==> src/verilog/ql_cfg_pkg.sv <==
package ql_cfg_pkg;

	// ========================================
	// Build time options
	// ========================================

	typedef enum logic [1:0] {
		RAM_128K,	// Stock QL
		RAM_640K,
		RAM_896K,
		RAM_4096K	// GoldCard mode
	} ram_cfg_e;

	typedef enum logic [1:0] {
		SPEED_QL,	// Original 68008 bus rate
		SPEED_16,
		SPEED_24,
		SPEED_FULL
	} cpu_speed_e;

	// Dividers for an 84 MHz clk_sys
	localparam int DIV_BUS_QL_DEF   = 11;	// 7.64 MHz
	localparam int DIV_BUS_16_DEF   = 5;	// 16.8 MHz
	localparam int DIV_BUS_24_DEF   = 3;	// 28 MHz, close enough
	localparam int DIV_BUS_FULL_DEF = 2;	// 42 MHz
	localparam int DIV_131K_DEF     = 640;	// 131.25 kHz refresh and RTC tick
	localparam int DIV_VID_DEF      = 8;	// 10.5 MHz pixel rate

endpackage

==> src/verilog/ql_map_pkg.sv <==
package ql_map_pkg;

	localparam int ADDR_W = 24;	// 68008 byte address
	localparam int DATA_W = 16;

	typedef enum logic [3:0] {
		REG_NONE,
		REG_OS_ROM,		// $0000-$BFFF
		REG_EXT_ROM,	// $C000-$FFFF
		REG_QLSD_REG,	// $FEE0-$FEFF, reads only
		REG_QLSD_DAT,	// $FF00-$FFFF, reads only
		REG_RAM,
		REG_QL_IO,
		REG_GC_IO,
		REG_GC_BOOT,
		REG_GC_OS_ROM
	} ql_region_e;

	// ========================================
	// Address ranges
	// ========================================

	// Wrap masks per RAM size
	localparam logic [ADDR_W-1:0] MASK_128K = 24'h03FFFF;	// 256 KB
	localparam logic [ADDR_W-1:0] MASK_1M   = 24'h0FFFFF;
	localparam logic [ADDR_W-1:0] MASK_8M   = 24'h7FFFFF;	// Room for GC extras

	localparam logic [ADDR_W-1:0] EXT_ROM_BASE  = 24'h00C000;	// Also OS ROM size
	localparam logic [ADDR_W-1:0] EXT_ROM_SIZE  = 24'h004000;
	localparam logic [ADDR_W-1:0] QLSD_REG_BASE = 24'h00FEE0;
	localparam logic [ADDR_W-1:0] QLSD_REG_SIZE = 24'h000020;
	localparam logic [ADDR_W-1:0] QLSD_DAT_BASE = 24'h00FF00;
	localparam logic [ADDR_W-1:0] QLSD_DAT_SIZE = 24'h000100;
	localparam logic [ADDR_W-1:0] QLSD_RD_ADDR  = 24'h00FEE4;	// Only reg with read data

	localparam logic [ADDR_W-1:0] QL_IO_BASE = 24'h018000;
	localparam logic [ADDR_W-1:0] QL_IO_SIZE = 24'h004000;
	localparam logic [ADDR_W-1:0] VRAM_BASE  = 24'h020000;	// Screen 0 and 1
	localparam logic [ADDR_W-1:0] VRAM_SIZE  = 24'h010000;
	localparam logic [ADDR_W-1:0] BRAM_BASE  = 24'h020000;	// Base 128k
	localparam logic [ADDR_W-1:0] BRAM_SIZE  = 24'h020000;

	// Extended RAM, end is exclusive
	localparam logic [ADDR_W-1:0] XRAM_BASE      = 24'h040000;
	localparam logic [ADDR_W-1:0] XRAM_END_640K  = 24'h0C0000;
	localparam logic [ADDR_W-1:0] XRAM_END_896K  = 24'h100000;
	localparam logic [ADDR_W-1:0] XRAM_END_4096K = 24'h400000;

	// GoldCard extras
	localparam logic [ADDR_W-1:0] GC_RAM1_BASE = 24'h010000;
	localparam logic [ADDR_W-1:0] GC_RAM1_SIZE = 24'h008000;
	localparam logic [ADDR_W-1:0] GC_IO_BASE   = 24'h01C000;
	localparam logic [ADDR_W-1:0] GC_IO_SIZE   = 24'h000100;
	localparam logic [ADDR_W-1:0] GC_RAM2_BASE = 24'h01C100;
	localparam logic [ADDR_W-1:0] GC_RAM2_SIZE = 24'h003F00;
	localparam logic [ADDR_W-1:0] GC_BOOT_BASE = 24'h040000;
	localparam logic [ADDR_W-1:0] GC_BOOT_SIZE = 24'h010000;
	localparam logic [ADDR_W-1:0] GC_OS_BASE   = 24'h400000;
	localparam logic [ADDR_W-1:0] GC_OS_SIZE   = 24'h010000;

endpackage

==> src/verilog/ql_clock_enables.sv <==
module ql_clock_enables #(
	parameter int DIV_BUS_QL   = ql_cfg_pkg::DIV_BUS_QL_DEF,
	parameter int DIV_BUS_16   = ql_cfg_pkg::DIV_BUS_16_DEF,
	parameter int DIV_BUS_24   = ql_cfg_pkg::DIV_BUS_24_DEF,
	parameter int DIV_BUS_FULL = ql_cfg_pkg::DIV_BUS_FULL_DEF,
	parameter int DIV_131K     = ql_cfg_pkg::DIV_131K_DEF,
	parameter int DIV_VID      = ql_cfg_pkg::DIV_VID_DEF
) (
	input  logic                   clk_sys,
	input  logic                   reset,
	input  ql_cfg_pkg::cpu_speed_e cpu_speed,
	output logic                   ce_bus_p,	// Phi1
	output logic                   ce_bus_n,	// Phi2
	output logic                   ce_131k,
	output logic                   ce_vid
);
	import ql_cfg_pkg::*;

	localparam int BUS_W = $clog2(DIV_BUS_QL + 1);	// QL rate is the slowest
	localparam int SLOW_W = $clog2(DIV_131K + 1);
	localparam int VID_W = $clog2(DIV_VID + 1);

	logic [BUS_W-1:0] div_bus;
	logic [BUS_W-1:0] bus_div;	// Period for current speed
	logic [SLOW_W-1:0] div_131k;
	logic [VID_W-1:0] div_vid;

	always_comb begin
		unique case (cpu_speed)
			SPEED_QL:   bus_div = BUS_W'(DIV_BUS_QL);
			SPEED_16:   bus_div = BUS_W'(DIV_BUS_16);
			SPEED_24:   bus_div = BUS_W'(DIV_BUS_24);
			SPEED_FULL: bus_div = BUS_W'(DIV_BUS_FULL);
		endcase
	end

	always_ff @(posedge clk_sys) begin
		if (reset) begin
			div_bus <= '0;
			div_131k <= '0;
			div_vid <= '0;
			ce_bus_p <= 1'b0;
			ce_bus_n <= 1'b0;
			ce_131k <= 1'b0;
			ce_vid <= 1'b0;
		end else begin
			// >= catches a count left above the wrap by a speed change
			div_bus <= (div_bus >= bus_div - 1'b1) ? '0 : div_bus + 1'b1;
			div_131k <= (div_131k == SLOW_W'(DIV_131K - 1)) ? '0 : div_131k + 1'b1;
			div_vid <= (div_vid == VID_W'(DIV_VID - 1)) ? '0 : div_vid + 1'b1;
			ce_bus_p <= div_bus == '0;
			ce_bus_n <= div_bus == (bus_div >> 1);	// Half a bus period later
			ce_131k <= div_131k == '0;
			ce_vid <= div_vid == '0;
		end
	end

	// The two CPU phases must never coincide
	assert property (@(posedge clk_sys) disable iff (reset) !(ce_bus_p && ce_bus_n));

endmodule

==> src/verilog/ql_reset_stretch.sv <==
module ql_reset_stretch #(
	parameter int RESET_CYCLES = 4095
) (
	input  logic clk_sys,
	input  logic reset,
	input  logic ce_bus_p,
	output logic core_reset
);

	localparam int CNT_W = $clog2(RESET_CYCLES + 1);

	logic [CNT_W-1:0] count;	// Bus phases left

	always_ff @(posedge clk_sys) begin
		if (reset)
			count <= CNT_W'(RESET_CYCLES);
		else if (ce_bus_p && count != '0)
			count <= count - 1'b1;	// Count down only on Phi1
	end

	assign core_reset = count != '0;

endmodule

==> src/verilog/ql_config_regs.sv <==
module ql_config_regs (
	input  logic                               clk_sys,
	input  logic                               core_reset,
	input  ql_cfg_pkg::ram_cfg_e               cfg_ram,
	input  ql_map_pkg::ql_region_e             region,
	input  logic                               is_wr,
	input  logic [ql_map_pkg::ADDR_W-1:1]      cpu_addr,
	input  logic                               cpu_uds,
	input  logic                               cpu_lds,
	input  logic [ql_map_pkg::DATA_W-1:0]      cpu_dout,
	output ql_cfg_pkg::ram_cfg_e               ram_cfg,
	output logic                               rom_shadow,
	output logic [7:0]                         mc_stat
);
	import ql_cfg_pkg::*;
	import ql_map_pkg::*;

	logic gc_wr;	// Upper byte write into GC I/O
	logic mc_wr;	// ZX8301 control register

	assign gc_wr = region == REG_GC_IO && is_wr && cpu_uds && !cpu_lds;
	// $18063 is only decoded on A6, A5 and A1
	assign mc_wr = region == REG_QL_IO && is_wr && cpu_lds
		&& cpu_addr[6] && cpu_addr[5] && cpu_addr[1];

	always_ff @(posedge clk_sys) begin
		if (core_reset) begin
			ram_cfg <= cfg_ram;	// Size only changes across a reset
			rom_shadow <= 1'b0;	// Boot from GC ROM
			mc_stat <= 8'h00;
		end else begin
			if (gc_wr) begin
				if (cpu_addr[7:1] == 7'h30)
					rom_shadow <= 1'b1;	// $60, shadow RAM on
				else if (cpu_addr[7:1] == 7'h32)
					rom_shadow <= 1'b0;	// $64, shadow RAM off
			end
			if (mc_wr)
				mc_stat <= cpu_dout[7:0];	// Mode and screen select
		end
	end

	// GC I/O only exists in GoldCard mode, so the decoder must gate it
	assert property (@(posedge clk_sys) disable iff (core_reset)
		$rose(rom_shadow) |-> ram_cfg == RAM_4096K);

endmodule

==> src/verilog/ql_addr_decode.sv <==
module ql_addr_decode (
	input  logic [ql_map_pkg::ADDR_W-1:1]  cpu_addr,
	input  logic                           cpu_as,
	input  logic                           cpu_rw,
	input  logic                           cpu_uds,
	input  logic                           cpu_lds,
	input  ql_cfg_pkg::ram_cfg_e           ram_cfg,
	input  logic                           rom_shadow,
	output ql_map_pkg::ql_region_e         region,
	output logic [ql_map_pkg::ADDR_W-1:0]  mem_addr,
	output logic                           is_rd,
	output logic                           is_wr,
	output logic                           sdram_we,
	output logic                           sdram_oe,
	output logic                           vram_we,
	output logic                           zx8302_sel,
	output logic                           qimi_sel,
	output logic                           qlsd_sel
);
	import ql_cfg_pkg::*;
	import ql_map_pkg::*;

	logic [ADDR_W-1:0] addr_mask;
	logic [ADDR_W-1:0] xram_end;
	logic gc_en;	// GoldCard mode
	logic qlsd_en;	// QL-SD visible in ROM space
	logic is_ram;
	logic is_io;

	function automatic logic in_range(
		input logic [ADDR_W-1:0] a,
		input logic [ADDR_W-1:0] base,
		input logic [ADDR_W-1:0] size
	);
		return a >= base && a < base + size;
	endfunction

	always_comb begin
		unique case (ram_cfg)
			RAM_128K: begin
				addr_mask = MASK_128K;
				xram_end = XRAM_BASE;	// Empty range
			end
			RAM_640K: begin
				addr_mask = MASK_1M;
				xram_end = XRAM_END_640K;
			end
			RAM_896K: begin
				addr_mask = MASK_1M;
				xram_end = XRAM_END_896K;
			end
			RAM_4096K: begin
				addr_mask = MASK_8M;
				xram_end = XRAM_END_4096K;
			end
		endcase
	end

	// Byte bit from strobes, lower strobe alone means odd byte
	assign mem_addr = {cpu_addr, !cpu_uds && cpu_lds} & addr_mask;

	assign is_rd = cpu_as && cpu_rw && (cpu_uds || cpu_lds);
	assign is_wr = cpu_as && !cpu_rw && (cpu_uds || cpu_lds);
	assign is_io = is_rd || is_wr;
	assign gc_en = ram_cfg == RAM_4096K;
	assign qlsd_en = (!gc_en || rom_shadow) && is_rd;

	assign is_ram = in_range(mem_addr, BRAM_BASE, BRAM_SIZE)
		|| (mem_addr >= XRAM_BASE && mem_addr < xram_end)
		|| (gc_en && in_range(mem_addr, GC_RAM1_BASE, GC_RAM1_SIZE))
		|| (gc_en && in_range(mem_addr, GC_RAM2_BASE, GC_RAM2_SIZE));

	// ========================================
	// Region priority
	// ========================================

	always_comb begin
		region = REG_NONE;
		if (in_range(mem_addr, '0, EXT_ROM_BASE))
			region = REG_OS_ROM;
		else if (qlsd_en && in_range(mem_addr, QLSD_REG_BASE, QLSD_REG_SIZE))
			region = REG_QLSD_REG;
		else if (qlsd_en && in_range(mem_addr, QLSD_DAT_BASE, QLSD_DAT_SIZE))
			region = REG_QLSD_DAT;
		else if (in_range(mem_addr, EXT_ROM_BASE, EXT_ROM_SIZE))
			region = REG_EXT_ROM;
		else if (in_range(mem_addr, QL_IO_BASE, QL_IO_SIZE))
			region = REG_QL_IO;
		else if (gc_en && in_range(mem_addr, GC_IO_BASE, GC_IO_SIZE))
			region = REG_GC_IO;
		else if (gc_en && !rom_shadow && in_range(mem_addr, GC_BOOT_BASE, GC_BOOT_SIZE))
			region = REG_GC_BOOT;	// Boot copy hides RAM until shadow is on
		else if (gc_en && in_range(mem_addr, GC_OS_BASE, GC_OS_SIZE))
			region = REG_GC_OS_ROM;
		else if (is_ram)
			region = REG_RAM;
	end

	// OS ROM area is shadow RAM, written while booting, read once enabled
	assign sdram_we = is_wr && (region == REG_RAM || (region == REG_OS_ROM && !rom_shadow));
	assign sdram_oe = is_rd && (region == REG_RAM || (region == REG_OS_ROM && rom_shadow));
	assign vram_we = is_wr && in_range(mem_addr, VRAM_BASE, VRAM_SIZE);

	assign zx8302_sel = is_io && region == REG_QL_IO && !mem_addr[6];
	assign qimi_sel = is_io && region == REG_QL_IO && &mem_addr[13:8];	// $1BFxx
	assign qlsd_sel = region == REG_QLSD_REG || region == REG_QLSD_DAT;

endmodule

==> src/verilog/ql_read_mux.sv <==
module ql_read_mux (
	input  logic                           clk_sys,
	input  logic                           cpu_as,
	input  ql_map_pkg::ql_region_e         region,
	input  ql_cfg_pkg::ram_cfg_e           ram_cfg,
	input  logic                           rom_shadow,
	input  logic [ql_map_pkg::ADDR_W-1:1]  cpu_addr,
	input  logic                           sdram_we,
	input  logic                           sdram_oe,
	input  logic [ql_map_pkg::DATA_W-1:0]  ql_rom_q,
	input  logic [ql_map_pkg::DATA_W-1:0]  gc_rom_q,
	input  logic [ql_map_pkg::DATA_W-1:0]  sdram_q,
	input  logic [ql_map_pkg::DATA_W-1:0]  zx8302_q,
	input  logic [7:0]                     qimi_q,
	input  logic [7:0]                     qlsd_q,
	input  logic                           sdram_dtack,
	input  logic                           qlsd_dtack,
	output logic [ql_map_pkg::DATA_W-1:0]  cpu_din,
	output logic                           cpu_dtack
);
	import ql_cfg_pkg::*;
	import ql_map_pkg::*;

	logic qlsd_rd;	// $FEE4 read
	logic rom_win;	// Anywhere in $0000-$FFFF
	logic [DATA_W-1:0] io_q;

	assign qlsd_rd = region == REG_QLSD_REG && cpu_addr[15:1] == QLSD_RD_ADDR[15:1];
	assign rom_win = region inside {REG_OS_ROM, REG_EXT_ROM, REG_QLSD_REG, REG_QLSD_DAT};

	always_comb begin
		if (&cpu_addr[13:8])
			io_q = {qimi_q, qimi_q};	// 8 bit device on both lanes
		else if (!cpu_addr[6])
			io_q = zx8302_q;
		else
			io_q = '0;
	end

	// ========================================
	// Read data
	// ========================================

	always_comb begin
		cpu_din = '1;	// Open bus
		if (region == REG_QL_IO) begin
			cpu_din = io_q;
		end else if (ram_cfg != RAM_4096K) begin
			if (qlsd_rd)
				cpu_din = {qlsd_q, qlsd_q};
			else if (rom_win)
				cpu_din = ql_rom_q;	// OS plus ext ROM
			else if (region == REG_RAM)
				cpu_din = sdram_q;
		end else if (!rom_shadow) begin
			if (rom_win || region == REG_GC_BOOT)
				cpu_din = gc_rom_q;	// Boot from GC ROM
			else if (region == REG_GC_OS_ROM)
				cpu_din = ql_rom_q;
			else if (region == REG_RAM)
				cpu_din = sdram_q;
		end else begin
			if (region == REG_OS_ROM || region == REG_RAM)
				cpu_din = sdram_q;	// Shadowed OS
			else if (qlsd_rd)
				cpu_din = {qlsd_q, qlsd_q};
			else if (rom_win || region == REG_GC_OS_ROM)
				cpu_din = ql_rom_q;
		end
	end

	always_comb begin
		if (region == REG_QLSD_REG || region == REG_QLSD_DAT)
			cpu_dtack = qlsd_dtack;
		else if (sdram_we || sdram_oe)
			cpu_dtack = sdram_dtack;	// Held low until SDRAM is done
		else
			cpu_dtack = 1'b1;
	end

	// Decoder strobes and slave dtacks must all resolve during a cycle
	assert property (@(posedge clk_sys) cpu_as |-> !$isunknown(cpu_dtack));

endmodule

==> src/verilog/ql_bus.sv <==
module ql_bus #(
	parameter int DIV_BUS_QL   = ql_cfg_pkg::DIV_BUS_QL_DEF,
	parameter int DIV_BUS_16   = ql_cfg_pkg::DIV_BUS_16_DEF,
	parameter int DIV_BUS_24   = ql_cfg_pkg::DIV_BUS_24_DEF,
	parameter int DIV_BUS_FULL = ql_cfg_pkg::DIV_BUS_FULL_DEF,
	parameter int DIV_131K     = ql_cfg_pkg::DIV_131K_DEF,
	parameter int DIV_VID      = ql_cfg_pkg::DIV_VID_DEF,
	parameter int RESET_CYCLES = 4095
) (
	input  logic                           clk_sys,
	input  logic                           reset,
	input  ql_cfg_pkg::ram_cfg_e           cfg_ram,
	input  ql_cfg_pkg::cpu_speed_e         cfg_speed,
	input  logic [ql_map_pkg::ADDR_W-1:1]  cpu_addr,	// Word address
	input  logic                           cpu_as,
	input  logic                           cpu_rw,
	input  logic                           cpu_uds,
	input  logic                           cpu_lds,
	input  logic [ql_map_pkg::DATA_W-1:0]  cpu_dout,
	input  logic [ql_map_pkg::DATA_W-1:0]  ql_rom_q,
	input  logic [ql_map_pkg::DATA_W-1:0]  gc_rom_q,
	input  logic [ql_map_pkg::DATA_W-1:0]  sdram_q,
	input  logic [ql_map_pkg::DATA_W-1:0]  zx8302_q,
	input  logic [7:0]                     qimi_q,
	input  logic [7:0]                     qlsd_q,
	input  logic                           sdram_dtack,
	input  logic                           qlsd_dtack,
	output logic                           ce_bus_p,
	output logic                           ce_bus_n,
	output logic                           ce_131k,
	output logic                           ce_vid,
	output logic                           core_reset,
	output logic [ql_map_pkg::DATA_W-1:0]  cpu_din,
	output logic                           cpu_dtack,
	output logic [ql_map_pkg::ADDR_W-1:0]  mem_addr,
	output logic                           sdram_we,
	output logic                           sdram_oe,
	output logic                           vram_we,
	output logic                           zx8302_sel,
	output logic                           qimi_sel,
	output logic                           qlsd_sel,
	output logic [7:0]                     mc_stat
);
	import ql_cfg_pkg::*;
	import ql_map_pkg::*;

	ram_cfg_e ram_cfg;	// Latched at reset
	ql_region_e region;
	logic rom_shadow;
	logic is_wr;

	ql_clock_enables #(
		.DIV_BUS_QL(DIV_BUS_QL), .DIV_BUS_16(DIV_BUS_16), .DIV_BUS_24(DIV_BUS_24),
		.DIV_BUS_FULL(DIV_BUS_FULL), .DIV_131K(DIV_131K), .DIV_VID(DIV_VID)
	) ql_clock_enables_i (
		.clk_sys, .reset, .cpu_speed(cfg_speed), .ce_bus_p, .ce_bus_n, .ce_131k, .ce_vid
	);

	ql_reset_stretch #(.RESET_CYCLES(RESET_CYCLES)) ql_reset_stretch_i (
		.clk_sys, .reset, .ce_bus_p, .core_reset
	);

	ql_config_regs ql_config_regs_i (
		.clk_sys, .core_reset, .cfg_ram, .region, .is_wr, .cpu_addr, .cpu_uds,
		.cpu_lds, .cpu_dout, .ram_cfg, .rom_shadow, .mc_stat
	);

	// Read strobe stays local to the decoder
	ql_addr_decode ql_addr_decode_i (
		.cpu_addr, .cpu_as, .cpu_rw, .cpu_uds, .cpu_lds, .ram_cfg, .rom_shadow,
		.region, .mem_addr, .is_rd(), .is_wr, .sdram_we, .sdram_oe, .vram_we,
		.zx8302_sel, .qimi_sel, .qlsd_sel
	);

	ql_read_mux ql_read_mux_i (
		.clk_sys, .cpu_as, .region, .ram_cfg, .rom_shadow, .cpu_addr, .sdram_we,
		.sdram_oe, .ql_rom_q, .gc_rom_q, .sdram_q, .zx8302_q, .qimi_q, .qlsd_q,
		.sdram_dtack, .qlsd_dtack, .cpu_din, .cpu_dtack
	);

endmodule

==> config.mk <==
export PLATFORM = sky130hd
export DESIGN_NAME = ql_bus
export DESIGN_NICKNAME = d
export VERILOG_FILES = /design/src/verilog/ql_cfg_pkg.sv /design/src/verilog/ql_map_pkg.sv /design/src/verilog/ql_clock_enables.sv /design/src/verilog/ql_reset_stretch.sv /design/src/verilog/ql_config_regs.sv /design/src/verilog/ql_addr_decode.sv /design/src/verilog/ql_read_mux.sv /design/src/verilog/ql_bus.sv
export SDC_FILE = /design/constraint.sdc
export NUM_CORES = 1
export LEC_CHECK = 0
export ABC_AREA = 1
export BUFFER_PORTS_ARGS = -buffer_cell sky130_fd_sc_hd__buf_2
export CORE_ASPECT_RATIO = 1.1
export CORE_UTILIZATION = 47
export CTS_BUF_LIST = sky130_fd_sc_hd__clkbuf_2
export DETAILED_ROUTE_END_ITERATION = 6
export PLACE_DENSITY = 0.88
export SYNTH_ARGS = -nofsm -noshare
export SYNTH_HDL_FRONTEND = slang
export SYNTH_HIERARCHICAL = 1
export SYNTH_SLANG_ARGS = --single-unit
==> constraint.sdc <==
create_clock -name clk_sys -period 3.47 [get_ports clk_sys]
set_clock_uncertainty 0.15 [all_clocks]
set_input_delay 0 -clock clk_sys [delete_from_list [all_inputs] [get_ports clk_sys]]
set_output_delay 0 -clock clk_sys [all_outputs]
set_load 0.01 [all_outputs]
==> flow_summary.yaml <==
run:
  maxCapViolations: 0
logic_synthesis:
  async_flop_share_pct: 0
  synth.avg_cell_area_sq_um: 5.42
  syn-num-nets: 1128
  synth_edf_count: 2
  ys.flop_type: "dfxtp_1"
  ys_seq_area_share_pct: 17.3
  netlist_area_sq_mm: 0.00533
  ys_types: 43
  synth_seq_cells: 45
  ys_warn_count: 6
  synth_cells: 982
worst_hold_path:
  hold_path.class: "in -> reg"
power:
  ir_drop_mv: 0.275
  p_total_mw: 2.08
  p_per_area_mw_per_mm2: 291
  p_leak_nw: 3.87
worst_setup_path:
  worst-path-max-fanout: 8
  reg2reg_slack_ns: 0.21
  cp.arrival_ns: 3.48
  start_kind: "register"
  crit_type: "reg -> out"
  cp_data_required_time_ns: 3.32
  cp-end-kind: "output pin"
timing:
  rsz0062_at_grt: "true"
  max_clock_freq_ghz: 0.276
  timing.setup.tns_ns: -1.44
  slew_headroom_pct: 22.2
  fin_crit_ns: 3.63
  timing_hold_violations_final: 0
  drv_slew: 0
  setup_slack_ns: -0.156
  worst_pin_slew_ns: 1.17
  worst_hold_slack_ns: 0.00844
  period_share_pct: 104
  finalSetupViolations: 16
clocking:
  clkSinkCount: 45
  cts_made_buffers: 5
  cts_tree: "yes"
  root_buffer: "clkbuf_2"
  cts_buffer_depth: 2
  clk_latency_ns: 0.41
  htreeDepth: 2
  clk_pin_slew_ns: 0.22
global_routing:
  grt_pass1_vias: 6229
  antenna_found_initial: 0
  met1_usage_pct: 33.4
  met3_usage_pct: 5.94
  grtUsageTotal_pct: 28.7
  grt-ovfl-total: 0
  grt_pass1_wl_um: 28400
  use_met2_pct: 50.7
  busiest_layer: "met2"
  grt_max_degree: 33
placed_design:
  pre_cts_slack_ns: 0.0706
  dpl.cell_count: 1270
  placement.cell_area_sq_mm: 0.00621
  place_hpwl_um: 12100
  io_buffers: 180
  globalplace.congestion: 0.908
detailed_routing:
  via_count: 7060
  routedWlPerCell_um: 14.2
  drt-pass1-iter-count: 6
  drc: 0
  drt_iter0_drc: 636
  via_per_inst: 5.32
  drt_wl_total_um: 18900
  drtAntennaViolNets: 0
floorplan:
  start_util_pct: 48.6
  chipHeight_um: 114
  dieArea_sq_mm: 0.0118
  coreArea_sq_mm: 0.0110
  io_pins: 191
  die_w_um: 104
  rows: 40
run_status:
  violations: "negative setup slack"
  status: "finished, violations left"
cells_and_area:
  final_cells: 1327
  n_antenna_cell: 0
  drive_gt1_share_pct: 28.6
  n_fill_cell: 997
  syn_to_final_growth_pct: 34.3
  final_util_pct: 65.3
  design_area_sq_mm: 0.00715
  fin_nets: 1325
==> layout by cell type (no fill, tap or decap), drive strengths merged, types with 4 or more instances in the layout <==
master and instances:
ha 15, clkinv 7, a21oi 44, xnor2 7, clkbuf 7, nor3 6
buf 215, dfxtp 43, o21ai 23, inv 119, nor2 140, nand2 373
nand4 15, nand3 120, or2 4, dlygate4sd3 20, xor2 6
==> registers in the layout, summed over array words and instances, names as in the netlist <==
signal                       count
ql_clock_enables_i/ce_bus_n      1
ql_clock_enables_i/ce_131k       1
ql_clock_enables_i/div_131k     10
ql_clock_enables_i/ce_bus_p      1
ql_config_regs_i/ram_cfg         2
ql_clock_enables_i/div_bus       4
ql_reset_stretch_i/count        12
ql_config_regs_i/mc_stat         8
ql_clock_enables_i/ce_vid        1
ql_clock_enables_i/div_vid       4
ql_config_regs_i/rom_shadow      1
==> synthesized netlist by cell type, drive strengths merged, types with 7 or more instances <==
cell type	instances	area, sq um
a21oi	44	224
buf	32	230
clkbuf	17	63.8
dfxtp	43	861
ha	15	188
inv	121	457
nand2	373	1460
nand3	119	656
nand4	15	93.8
nor2	140	633
o21ai	23	123
xnor2	7	61.3
==> what timing repair did <==
| action | in CTS | in global routing |
|---|---|---|
| gates cloned | 3 | 3 |
| setup buffers | 10 | 14 |
| resized for setup | 40 | 53 |
| hold buffers | 20 | 1 |
| endpoints found under the hold margin | 45 | 1 |
| pin swaps | 10 | 28 |
| setup endpoints to repair | 16 | 17 |
==> metal layers <==
metal  up-vias  share of wire [%]
met3        92                9.2
met1      3090                 37
li1       3441                  -
met4         0                4.5
met5         -                  0
met2       437                 49
==> where the power goes <==
part / internal (mW) / total, mW / switching, mW
combinational: 0.504 / 1.26 / 0.753
clock: 0.0442 / 0.213 / 0.169
sequential: 0.563 / 0.612 / 0.0486
==> worst paths after layout <==
check	cells after the start	startpoint	to
max	25	ql_config_regs_i/ram_cfg[1]$_DFFE_PP_	cpu_din[8]
min	8	cpu_rw	ql_config_regs_i/mc_stat[0]$_SDFFE_PP0P_
max reg2reg	18	ql_config_regs_i/ram_cfg[1]$_DFFE_PP_	ql_config_regs_i/rom_shadow$_SDFFE_PP0P_
min reg2reg	1	ql_clock_enables_i/div_vid[3]$_SDFF_PP0_	ql_clock_enables_i/ce_vid$_SDFF_PP0_
==> cell type report <==
type / instances / area, sq um / share of cell area, %
clock buffer: 5 / 25.0 / 0.350
clock inverter: 3 / 12.5 / 0.175
inverter: 123 / 485 / 6.79
multi-input combinational: 766 / 3960 / 55.4
sequential: 45 / 921 / 12.9
tap: 147 / 184 / 2.57
timing repair buffer: 237 / 1560 / 21.8
timing repair inverter: 1 / 5.00 / 0.0700
==> worst max-delay path, cell delays in order, from the launching register on <==
cell and delay (ns):
edfxtp_1 0.56, nand2_4 0.14, inv_4 0.06, nand2_4 0.06, inv_2 0.06, ha_4 0.27, nand3_2 0.07, inv_1 0.08
nand2_2 0.05, nand3_2 0.08, nand3_2 0.07, nand2_2 0.11, nand3_4 0.12, buf_6 0.16, nor2_4 0.12, nand2_4 0.10
buf_12 0.15, nand3_4 0.15, nand2_1 0.08, nand2_1 0.07, nand3_1 0.08, nand2_1 0.11, nand2_2 0.08, nand2_2 0.08
nand2_1 0.05, buf_2 0.13
==> logic make-up after synthesis <==
kind of cell	synth area share, %
simple gates	55.7
buf+inv	14.2
compound gates	7.05
flops	17.3
fa+ha+maj	3.52
xor+xnor	2.14
other cells	0.0704
Note: power is estimated with default switching activity, not from simulation.
